<file path="src/hdl/dbg_trig_consts.svh">
// Debug trigger constants

`ifndef DBG_TRIG_CONSTS_SVH
`define DBG_TRIG_CONSTS_SVH

//////////////////////////////////////////////////////////////////////
// Trigger count
//////////////////////////////////////////////////////////////////////

`define DBG_TRIG_NUM 2  // Default number of triggers, at least 1

//////////////////////////////////////////////////////////////////////
// tdata1 field positions
//////////////////////////////////////////////////////////////////////

`define TDATA1_TTYPE_HIGH 31  // Trigger type field
`define TDATA1_TTYPE_LOW  28

`define MCONTROL6_MATCH_HIGH 10  // Compare mode field
`define MCONTROL6_MATCH_LOW  7

`define MCONTROL6_M       6  // Machine mode enable
`define MCONTROL6_U       3  // User mode enable, tied low
`define MCONTROL6_EXECUTE 2  // Instruction fetch enable
`define MCONTROL6_STORE   1  // Store enable
`define MCONTROL6_LOAD    0  // Load enable

//////////////////////////////////////////////////////////////////////
// Encodings
//////////////////////////////////////////////////////////////////////

`define TTYPE_MCONTROL6 4'h6  // Address match trigger
`define TTYPE_DISABLED  4'hF  // Trigger switched off

`define MATCH_EQ 4'h0  // Equal
`define MATCH_GE 4'h2  // Greater or equal, unsigned
`define MATCH_LT 4'h3  // Less than, unsigned

`define PRIV_LVL_M 2'd3  // Machine mode
`define PRIV_LVL_U 2'd0  // User mode

// Disabled type with dmode set
`define TDATA1_RST_VAL 32'hF800_0000

`endif

</file>
<file path="src/hdl/dbg_trig_pkg.sv">
// Debug trigger types

`default_nettype none

package dbg_trig_pkg;

  // Register or address word
  typedef logic [31:0] xlen_t;

  // Privilege level, 3 is machine and 0 is user
  typedef logic [1:0] priv_lvl_t;

  // LSU byte enables, one per byte lane
  typedef logic [3:0] byte_en_t;

  // tdata1 type field
  typedef logic [3:0] ttype_t;

  // mcontrol6 match field
  typedef logic [3:0] match_mode_t;

endpackage

`default_nettype wire

</file>
<file path="src/hdl/trig_csr_file.sv">
// Trigger CSR file

`timescale 1ns/1ps
`default_nettype none

`include "dbg_trig_consts.svh"

module trig_csr_file #(
  parameter int NUM_TRIGGERS = `DBG_TRIG_NUM
) (
  input  wire                 clk,
  input  wire                 rst_i,

  // CSR write port
  input  wire dbg_trig_pkg::xlen_t csr_wdata_i,
  input  wire                 tselect_we_i,
  input  wire                 tdata1_we_i,
  input  wire                 tdata2_we_i,

  // CSR read data
  output dbg_trig_pkg::xlen_t tselect_rdata_o,
  output dbg_trig_pkg::xlen_t tdata1_rdata_o,
  output dbg_trig_pkg::xlen_t tdata2_rdata_o,

  // Per trigger registers to the matchers
  output dbg_trig_pkg::xlen_t tdata1_all_o [NUM_TRIGGERS],
  output dbg_trig_pkg::xlen_t tdata2_all_o [NUM_TRIGGERS]
);

  // WARL resolution of the match field, only 0, 2 and 3 are kept
  function automatic dbg_trig_pkg::match_mode_t match_resolve(
    input dbg_trig_pkg::match_mode_t mode
  );
    case (mode)
      `MATCH_EQ, `MATCH_GE, `MATCH_LT: match_resolve = mode;
      default:                         match_resolve = `MATCH_EQ;
    endcase
  endfunction

  dbg_trig_pkg::xlen_t       tselect_q;             // Selected trigger index
  dbg_trig_pkg::xlen_t       tselect_n;
  dbg_trig_pkg::xlen_t       tdata1_n;              // Resolved tdata1 write value
  dbg_trig_pkg::xlen_t       tdata1_q [NUM_TRIGGERS];
  dbg_trig_pkg::xlen_t       tdata2_q [NUM_TRIGGERS];
  dbg_trig_pkg::ttype_t      wr_ttype;              // Type field of write data
  dbg_trig_pkg::match_mode_t wr_match;              // Resolved match field
  logic [NUM_TRIGGERS-1:0]   tdata1_we_int;         // Decoded per trigger strobes
  logic [NUM_TRIGGERS-1:0]   tdata2_we_int;

  //////////////////////////////////////////////////////////////////////
  // Write data resolution
  //////////////////////////////////////////////////////////////////////

  assign wr_ttype = csr_wdata_i[`TDATA1_TTYPE_HIGH:`TDATA1_TTYPE_LOW];
  assign wr_match = match_resolve(csr_wdata_i[`MCONTROL6_MATCH_HIGH:`MCONTROL6_MATCH_LOW]);

  // tselect ignores out of range indices
  always_comb begin
    if (csr_wdata_i < dbg_trig_pkg::xlen_t'(NUM_TRIGGERS)) begin
      tselect_n = csr_wdata_i;
    end else begin
      tselect_n = tselect_q;  // Keep current selection
    end
  end

  always_comb begin
    tdata1_n = tdata1_rdata_o;  // Unknown type keeps the old word
    if (wr_ttype == `TTYPE_MCONTROL6) begin
      tdata1_n = {
        `TTYPE_MCONTROL6,               // type 31:28
        1'b1,                           // dmode 27
        11'd0,                          // hit, select, timing, size 26:16
        4'h1,                           // action, enter debug 15:12
        1'b0,                           // chain 11
        wr_match,                       // match 10:7
        csr_wdata_i[`MCONTROL6_M],      // M 6
        3'b000,                         // S and U tied low 5:3
        csr_wdata_i[`MCONTROL6_EXECUTE],
        csr_wdata_i[`MCONTROL6_STORE],
        csr_wdata_i[`MCONTROL6_LOAD]
      };
    end else if (wr_ttype == `TTYPE_DISABLED) begin
      tdata1_n = `TDATA1_RST_VAL;     // Disabled with dmode
    end
  end

  //////////////////////////////////////////////////////////////////////
  // Registers
  //////////////////////////////////////////////////////////////////////

  always_ff @(posedge clk) begin
    if (rst_i) begin
      tselect_q <= '0;
    end else if (tselect_we_i) begin
      tselect_q <= tselect_n;
    end
  end

  for (genvar idx = 0; idx < NUM_TRIGGERS; idx++) begin : gen_trig_regs
    // Only the selected trigger sees the strobe
    assign tdata1_we_int[idx] = tdata1_we_i && (tselect_q == dbg_trig_pkg::xlen_t'(idx));
    assign tdata2_we_int[idx] = tdata2_we_i && (tselect_q == dbg_trig_pkg::xlen_t'(idx));

    always_ff @(posedge clk) begin
      if (rst_i) begin
        tdata1_q[idx] <= `TDATA1_RST_VAL;
      end else if (tdata1_we_int[idx]) begin
        tdata1_q[idx] <= tdata1_n;
      end
    end

    // Any value is legal in tdata2
    always_ff @(posedge clk) begin
      if (rst_i) begin
        tdata2_q[idx] <= '0;
      end else if (tdata2_we_int[idx]) begin
        tdata2_q[idx] <= csr_wdata_i;
      end
    end

    assign tdata1_all_o[idx] = tdata1_q[idx];
    assign tdata2_all_o[idx] = tdata2_q[idx];
  end

  //////////////////////////////////////////////////////////////////////
  // Read mux
  //////////////////////////////////////////////////////////////////////

  always_comb begin
    tdata1_rdata_o = tdata1_q[0];  // Fallback to trigger 0
    tdata2_rdata_o = tdata2_q[0];
    for (int i = 0; i < NUM_TRIGGERS; i++) begin
      if (tselect_q == dbg_trig_pkg::xlen_t'(i)) begin
        tdata1_rdata_o = tdata1_q[i];
        tdata2_rdata_o = tdata2_q[i];
      end
    end
  end

  assign tselect_rdata_o = tselect_q;

endmodule

`default_nettype wire

</file>
<file path="src/hdl/trig_addr_match.sv">
// Trigger address matcher

`timescale 1ns/1ps
`default_nettype none

`include "dbg_trig_consts.svh"

module trig_addr_match (
  // Trigger registers
  input  wire dbg_trig_pkg::xlen_t     tdata1_i,
  input  wire dbg_trig_pkg::xlen_t     tdata2_i,

  // IF stage
  input  wire dbg_trig_pkg::xlen_t     pc_if_i,
  input  wire dbg_trig_pkg::priv_lvl_t priv_lvl_if_i,

  // EX stage LSU request
  input  wire                          lsu_valid_ex_i,
  input  wire dbg_trig_pkg::xlen_t     lsu_addr_ex_i,
  input  wire                          lsu_we_ex_i,
  input  wire dbg_trig_pkg::byte_en_t  lsu_be_ex_i,
  input  wire dbg_trig_pkg::priv_lvl_t priv_lvl_ex_i,

  input  wire                          debug_mode_i,  // Core halted in debug mode

  output logic                         match_if_o,    // Instruction address hit
  output logic                         match_ex_o     // Load/store address hit
);

  dbg_trig_pkg::ttype_t      ttype;
  dbg_trig_pkg::match_mode_t mode;
  logic                      is_mcontrol6;
  logic                      priv_en_if;      // Privilege enable at IF
  logic                      priv_en_ex;      // Privilege enable at EX
  logic                      if_addr_hit;
  logic                      lsu_access_en;   // Load or store enabled for this access
  logic                      lsu_addr_hit;
  logic [1:0]                be_low;          // Lowest enabled byte index
  logic [1:0]                be_high;         // Highest enabled byte index
  dbg_trig_pkg::xlen_t       lsu_addr_low;
  dbg_trig_pkg::xlen_t       lsu_addr_high;
  dbg_trig_pkg::byte_en_t    byte_hit;        // Enabled lanes equal to tdata2[1:0]

  //////////////////////////////////////////////////////////////////////
  // Field decode
  //////////////////////////////////////////////////////////////////////

  assign ttype        = tdata1_i[`TDATA1_TTYPE_HIGH:`TDATA1_TTYPE_LOW];
  assign mode         = tdata1_i[`MCONTROL6_MATCH_HIGH:`MCONTROL6_MATCH_LOW];
  assign is_mcontrol6 = (ttype == `TTYPE_MCONTROL6);

  assign priv_en_if = (tdata1_i[`MCONTROL6_M] && (priv_lvl_if_i == `PRIV_LVL_M)) ||
                      (tdata1_i[`MCONTROL6_U] && (priv_lvl_if_i == `PRIV_LVL_U));
  assign priv_en_ex = (tdata1_i[`MCONTROL6_M] && (priv_lvl_ex_i == `PRIV_LVL_M)) ||
                      (tdata1_i[`MCONTROL6_U] && (priv_lvl_ex_i == `PRIV_LVL_U));

  //////////////////////////////////////////////////////////////////////
  // Instruction address match
  //////////////////////////////////////////////////////////////////////

  always_comb begin
    case (mode)
      `MATCH_EQ: if_addr_hit = (pc_if_i == tdata2_i);
      `MATCH_GE: if_addr_hit = (pc_if_i >= tdata2_i);
      default:   if_addr_hit = (pc_if_i <  tdata2_i);  // Less than
    endcase
  end

  assign match_if_o = is_mcontrol6 && tdata1_i[`MCONTROL6_EXECUTE] && priv_en_if &&
                      !debug_mode_i && if_addr_hit;

  //////////////////////////////////////////////////////////////////////
  // Load/store address match
  //////////////////////////////////////////////////////////////////////

  // Span of the access within the word, both 0 with no lane enabled
  always_comb begin
    be_low  = 2'd0;
    be_high = 2'd0;
    for (int b = 0; b < 4; b++) begin
      if (lsu_be_ex_i[b]) begin
        be_high = 2'(b);  // Last set lane wins
      end
    end
    for (int b = 3; b >= 0; b--) begin
      if (lsu_be_ex_i[b]) begin
        be_low = 2'(b);   // First set lane wins
      end
    end
  end

  assign lsu_addr_low  = {lsu_addr_ex_i[31:2], be_low};
  assign lsu_addr_high = {lsu_addr_ex_i[31:2], be_high};

  always_comb begin
    for (int b = 0; b < 4; b++) begin
      byte_hit[b] = lsu_be_ex_i[b] && (2'(b) == tdata2_i[1:0]);
    end
  end

  always_comb begin
    case (mode)
      `MATCH_EQ: lsu_addr_hit = (lsu_addr_ex_i[31:2] == tdata2_i[31:2]) && (|byte_hit);
      `MATCH_GE: lsu_addr_hit = (lsu_addr_high >= tdata2_i);  // Any byte at or above
      default:   lsu_addr_hit = (lsu_addr_low  <  tdata2_i);  // Any byte below
    endcase
  end

  assign lsu_access_en = (tdata1_i[`MCONTROL6_LOAD]  && !lsu_we_ex_i) ||
                         (tdata1_i[`MCONTROL6_STORE] &&  lsu_we_ex_i);

  assign match_ex_o = lsu_valid_ex_i && is_mcontrol6 && lsu_access_en && priv_en_ex &&
                      !debug_mode_i && lsu_addr_hit;

endmodule

`default_nettype wire

</file>
<file path="src/hdl/dbg_trig_top.sv">
// Debug trigger unit

`timescale 1ns/1ps
`default_nettype none

`include "dbg_trig_consts.svh"

module dbg_trig_top #(
  parameter int NUM_TRIGGERS = `DBG_TRIG_NUM
) (
  input  wire                          clk,
  input  wire                          rst_i,

  // CSR writes
  input  wire dbg_trig_pkg::xlen_t     csr_wdata_i,
  input  wire                          tselect_we_i,
  input  wire                          tdata1_we_i,
  input  wire                          tdata2_we_i,

  // CSR reads
  output dbg_trig_pkg::xlen_t          tselect_rdata_o,
  output dbg_trig_pkg::xlen_t          tdata1_rdata_o,
  output dbg_trig_pkg::xlen_t          tdata2_rdata_o,

  // IF stage
  input  wire dbg_trig_pkg::xlen_t     pc_if_i,
  input  wire dbg_trig_pkg::priv_lvl_t priv_lvl_if_i,

  // EX stage
  input  wire                          lsu_valid_ex_i,
  input  wire dbg_trig_pkg::xlen_t     lsu_addr_ex_i,
  input  wire                          lsu_we_ex_i,
  input  wire dbg_trig_pkg::byte_en_t  lsu_be_ex_i,
  input  wire dbg_trig_pkg::priv_lvl_t priv_lvl_ex_i,

  input  wire                          debug_mode_i,

  output logic                         trigger_match_if_o,  // Any trigger hit at IF
  output logic                         trigger_match_ex_o   // Any trigger hit at EX
);

  dbg_trig_pkg::xlen_t     tdata1_all [NUM_TRIGGERS];
  dbg_trig_pkg::xlen_t     tdata2_all [NUM_TRIGGERS];
  logic [NUM_TRIGGERS-1:0] match_if;  // Per trigger IF hits
  logic [NUM_TRIGGERS-1:0] match_ex;  // Per trigger EX hits

  trig_csr_file #(
    .NUM_TRIGGERS (NUM_TRIGGERS)
  ) csr_file_i (
    .clk             (clk),
    .rst_i           (rst_i),
    .csr_wdata_i     (csr_wdata_i),
    .tselect_we_i    (tselect_we_i),
    .tdata1_we_i     (tdata1_we_i),
    .tdata2_we_i     (tdata2_we_i),
    .tselect_rdata_o (tselect_rdata_o),
    .tdata1_rdata_o  (tdata1_rdata_o),
    .tdata2_rdata_o  (tdata2_rdata_o),
    .tdata1_all_o    (tdata1_all),
    .tdata2_all_o    (tdata2_all)
  );

  // One matcher per trigger
  for (genvar idx = 0; idx < NUM_TRIGGERS; idx++) begin : gen_match
    trig_addr_match match_i (
      .tdata1_i       (tdata1_all[idx]),
      .tdata2_i       (tdata2_all[idx]),
      .pc_if_i        (pc_if_i),
      .priv_lvl_if_i  (priv_lvl_if_i),
      .lsu_valid_ex_i (lsu_valid_ex_i),
      .lsu_addr_ex_i  (lsu_addr_ex_i),
      .lsu_we_ex_i    (lsu_we_ex_i),
      .lsu_be_ex_i    (lsu_be_ex_i),
      .priv_lvl_ex_i  (priv_lvl_ex_i),
      .debug_mode_i   (debug_mode_i),
      .match_if_o     (match_if[idx]),
      .match_ex_o     (match_ex[idx])
    );
  end

  assign trigger_match_if_o = |match_if;
  assign trigger_match_ex_o = |match_ex;

endmodule

`default_nettype wire

</file>
<file path="config.mk">
export PLATFORM = sky130hd
export DESIGN_NAME = dbg_trig_top
export DESIGN_NICKNAME = d
export VERILOG_FILES = /design/src/hdl/dbg_trig_pkg.sv /design/src/hdl/trig_csr_file.sv /design/src/hdl/trig_addr_match.sv /design/src/hdl/dbg_trig_top.sv
export VERILOG_INCLUDE_DIRS = /design/src /design/src/hdl
export SDC_FILE = /design/constraint.sdc
export NUM_CORES = 1
export LEC_CHECK = 0
export BUFFER_PORTS_ARGS = -buffer_cell sky130_fd_sc_hd__buf_4
export CORE_UTILIZATION = 40
export DETAILED_ROUTE_END_ITERATION = 8
export GPL_TIMING_DRIVEN = 0
export SLEW_MARGIN = 30
export SYNTH_ARGS = -nofsm -noshare
export SYNTH_HDL_FRONTEND = slang
export SYNTH_SLANG_ARGS = --single-unit
</file>
<file path="constraint.sdc">
create_clock -name clk -period 2.55 [get_ports clk]
set_input_delay 0.255 -clock clk [delete_from_list [all_inputs] [get_ports clk]]
set_output_delay 0.255 -clock clk [all_outputs]
set_load 0.01 [all_outputs]
</file>
# Word level (Yosys, flattened, before mapping)
# Memories as Yosys holds them, arrays and structs flattened.
# Index checks and enable logic that the tools add are counted.
[word_totals]
reg_bits = 32
mem_bits_rw = 128
in_bits = 112
out_inout_bits = 98
word_cells = 137
memories = 2
[mem_list]
columns = ["memory", "words", "width", "rd", "rd_clocked_by_memory_dff", "write_ports", "line", "source"]
rows = [
  ["csr_file_i.tdata1_q", 2, 32, 2, 0, 2, "trig_csr_file.sv:43", "dbg_trig_pkg::xlen_t tdata1_q [NUM_TRIGGERS];"],
  ["csr_file_i.tdata2_q", 2, 32, 2, 0, 2, "trig_csr_file.sv:44", "dbg_trig_pkg::xlen_t tdata2_q [NUM_TRIGGERS];"],
]
[classes]
n_lt_le_gt_ge = 9
eq_ne = 21
n_mux = 34
bitwise_logic = 4
reduce_logical = 66
[op_table]
columns = ["cell", "n"]
rows = [
  ["$mux W32", 8],
  ["$ge A32 B32 Y1", 4],
  ["$lt A32 B32 Y1", 4],
  ["$eq A32 B32 Y1", 2],
  ["$eq A30 B30 Y1", 2],
  ["$logic_and A1 B1 Y1", 44],
  ["$eq A32 B1 Y1 const B", 1],
  ["$logic_not A32 Y1", 1],
  ["$lt A32 B2 Y1 const B", 1],
  ["$eq A4 B2 Y1 const B", 4],
  ["$mux W1", 15],
  ["$eq A4 B3 Y1 const B", 3],
  ["$logic_not A4 Y1", 3],
  ["$mux W2", 6],
  ["$eq A2 B2 Y1 const A", 4],
  ["$logic_not A2 Y1", 4],
  ["$pmux W1 S2", 4],
  ["$reduce_or A4 Y1", 2],
  ["$logic_or A1 B1 Y1", 6],
  ["$eq A1 B2 Y1 const A", 2],
  ["$eq A2 B2 Y1 const B", 2],
  ["$eq A4 B4 Y1 const B", 1],
  ["$mux W4", 1],
  ["$or A1 B1 Y1", 4],
  ["other kinds (4)", 6],
]

# Depth between registers and ports, before layout
[logic_depth]
word_depth = 8
depth_mapped = 9
ltp_nobuf = 9

# Modules after synthesis
# A second synthesis with hierarchy kept.
[hier_totals]
cells_unflattened = 965
area_unflattened_um2 = 10531.4
[modules_own_cells]
columns = ["module", "instances", "cells_per_inst", "area_per_inst_um2"]
rows = [
  ["trig_csr_file", 1, 490, 6975.4],
  ["trig_addr_match at gen_match[0].match_i", 1, 233, 1778.0],
  ["trig_addr_match at gen_match[1].match_i", 1, 240, 1765.4],
  ["dbg_trig_top", 1, 2, 12.5],
]

# Worst setup path before layout
# OpenSTA, ideal clock, no wires.
[synth_path]
kind = "register to register"
from = "register csr_file_i.tselect_q[4] (netlist: csr_file_i.tselect_rdata_o[4])"
to = "memory csr_file_i.tdata1_q[1][0] (netlist bit) (enable)"
setup_time_ns = 0.388
arrival_time_ns = 2.086
slack_ns = 0.076
path_stages_with_launch = 7
n_path_buf = 2
synth_period_minus_slack_ns = 2.474
path_cell_list = "dfxtp_1 nor4_1 nand4_1 nor3_1 buf_2 buf_4 a21o_1"
[synth_rtl]
columns = ["item", "line", "source"]
rows = [
  ["start, declared", "trig_csr_file.sv:40", "dbg_trig_pkg::xlen_t tselect_q;"],
  ["start signal, assigned", "trig_csr_file.sv:95", "tselect_q <= tselect_n;"],
  ["end, declared", "trig_csr_file.sv:43", ""],
]

==> impl_metrics.toml <==
[outcome]
outcome = "finished, violations left"
violations = "setup timing"

[timing]
skew_ps = 13.54
fmax_mhz = 316.0
post-route-period-util = 1.241
final-setup-viol-count = 66
hold_violations = 0
final_max_slew_viol_count = 0
rsz0062_at_grt = "yes"
fin_crit_ps = 3165
hold_ws_ps = 119.1
timing.final.ws_setup_ps = -614.5
tightestPinTransition_ps = 1034
relSlewSlack = 0.3088

[drt]
wl_mm = 29.38
ant_nets = 0
drt_iter0_markers = 450
highest_layer = "met4"
wl_per_cell_um = 18.42
dr_wl_met3_mm = 1.724
drt-pass1-iter-count = 5
met1_length_mm = 12.90
vias = 8266
drc = 0
detail_route.vias_per_cell = 5.182
met2_length_mm = 14.37

[critical_path]
critical_path_arrival_ps = 2910
critPathCaptureType = "output port"
crit_fanout = 3
cp_data_required_time_ps = 2300
start_kind = "register"
worstSetupPathType = "register to output port"

[logic_synthesis]
yosysWarnings = 0
yosysTopAreaCellShare = 0.3894
ys_ff_latch = 160
yosysTopAreaCell = "edfxtp_1"
ys_top_cells_by_area = "edfxtp_1 (39%), ha_1 (16%), dfxtp_1 (6.5%), and2_1 (6.1%), inv_1 (3.6%)"
synth_edf_count = 128
yosysMostFrequentCell = "ha_1"
yosysSeqAreaShare = 0.4543
ys_types = 56
yosys-top-cells-count = "ha_1 (130), edfxtp_1 (128), and2_1 (96), inv_1 (95), nor2_1 (76)"
syn_area_um2 = 9871
synthArstFlopShare = 0
synth_ff_type = "edfxtp_1"
syn_avg_cell_area_um2 = 10.19
synth_cells = 969
synth.net_count = 1211

[layout]
n_antenna_cell = 0
drive_gt1_frac = 0.4052
fin_area_um2 = 14560
area.growth.synth_to_final_pct = 47.51
nets = 1500

[placed_design]
dpl_cell_area_um2 = 11880
place_hpwl_mm = 21.70
place_congestion = 0.9065
io_buffers = 206

[grt]
grt_pass1_vias = 8177
grt.overflow.total = 0
grt_pass1_wl_mm = 44.22
track_usage = 0.2284
grt_antenna_before_repair = 0
grt_max_degree = 33

[clock_tree]
clk_latency_ps = 430
cts_buffer_depth = 2
cts_tree = "yes"
cts_max_level = 4
clk_pin_slew_ps = 80
cts_made_buffers = 17
clock-sinks = 160
root_buffer = "clkbuf_16"
hold_buffers = 0

[floorplanning]
ios = 210
die-area_um2 = 25310
die_h_um = 159.1
die_w_um = 159.1
rows = 57
initial_utilization = 0.4071
core_um2 = 24250

[pwr]
power_density_nw_per_um2 = 459.2
leakage_nw = 6.382
ir_drop_uv = 338.6

[run]
max_cap_viol_count = 0

[worst_hold_path]
min_path_type = "input pin to register"
-- flip-flops by register name, indices dropped and copies added, names as in the netlist --
signal and cells:
csr_file_i.tdata1_q 64, csr_file_i.tselect_rdata_o 32, csr_file_i.tdata2_q 64
-- per-stage QoR --
stage / setup WS, ps / power [mW] / setup TNS [ps] / utilization / instances
after global routing: -682.7 / 6.981 / -20770 / 0.6005 / 1595
after detailed placement: -436.1 / 3.987 / -28700 / 0.4901 / 1501
final: -614.5 / 6.686 / -6881 / 0.6005 / 1595
after floorplan: 76.29 / 3.510 / 0 / - / 969
after global placement: -968.8 / 3.962 / -97120 / 0.4876 / 1499
after CTS: -638.7 / 6.653 / -11320 / 0.5770 / 1576
-- cell type report --
cell class                      instances  area (µm²)
Multi-Input combinational cell        688        6005
Fill cell                            2075        9688
Tap cell                              324       405.4
Clock buffer                           18       429.2
Buffer                                 22       212.7
Timing Repair Buffer                  274        2502
Sequential cell                       160        4489
Inverter                               95       356.6
Clock inverter                         14       160.2
-- worst max-delay path, stage by stage (launching register included) --
cell and delay (ps):
edfxtp_1 380, inv_2 120, ha_1 250, and4_1 180
nand3_2 90, nor3_2 80, a211o_1 330, a211o_1 340
a221o_1 410, o22ai_2 150, buf_4 150
-- layout by cell type, fill, tap and decap left out, drive strengths merged, types with 4 or more instances in the layout --
cell type,count
a21o,24
mux2i,29
nand4,22
nand3,19
nor2,76
edfxtp,128
a2111oi,4
o21ai,58
nor3,12
ha,130
nand2,64
clkbuf,37
inv,104
or2,5
dfxtp,32
and3,8
o211ai,4
nor4,17
nor2b,5
clkinv,5
a211oi,4
and2,96
buf,277
o21a,4
a21oi,52
nand2b,7
a22oi,5
mux2,7
-- path summary, 6_finish.rpt --
kind,startpoint,to,slack [ps],cells after the start
setup / recovery,csr_file_i.tdata2_q[0][11],trigger_match_if_o,-610,10
hold / removal,csr_wdata_i[25],csr_file_i.tdata2_q[1][25],120,2
setup reg to reg,csr_file_i.tselect_rdata_o[11],csr_file_i.tdata1_q[0][6],50,11
hold reg to reg,csr_file_i.tselect_rdata_o[29],csr_file_i.tselect_rdata_o[29],490,1
-- layer usage --
metal	global-route usage	up-vias
met5	0	-
met4	0.05245	0
met3	0.04350	21
met2	0.3836	243
met1	0.3049	3906
li1	-	4096
-- kinds of logic after synthesis --
kind of cell	Yosys count	synth area share
AO/OA/AOI/OAI	175	0.1077
adder cells (fa/ha/maj)	130	0.1648
buffers and inverters	121	0.04817
flip-flops	160	0.4543
multiplexers	38	0.04196
AND/OR/NAND/NOR	345	0.1830
-- repair_timing --
item / in CTS / in global routing
buffers inserted: 36 / 24
setup endpoints to repair: 182 / 266
pin swaps: 33 / 31
cloned: 8 / 2
gates resized for setup: 279 / 119
-- power breakdown --
part           internal (mW)  switching [mW]  total [mW]  leakage (nW)
clock                   1.32            1.22        2.54         0.289
sequential              2.91          0.0604        2.97          1.60
combinational          0.569           0.610        1.18          4.49
Power figures use the tool's default switching activity.
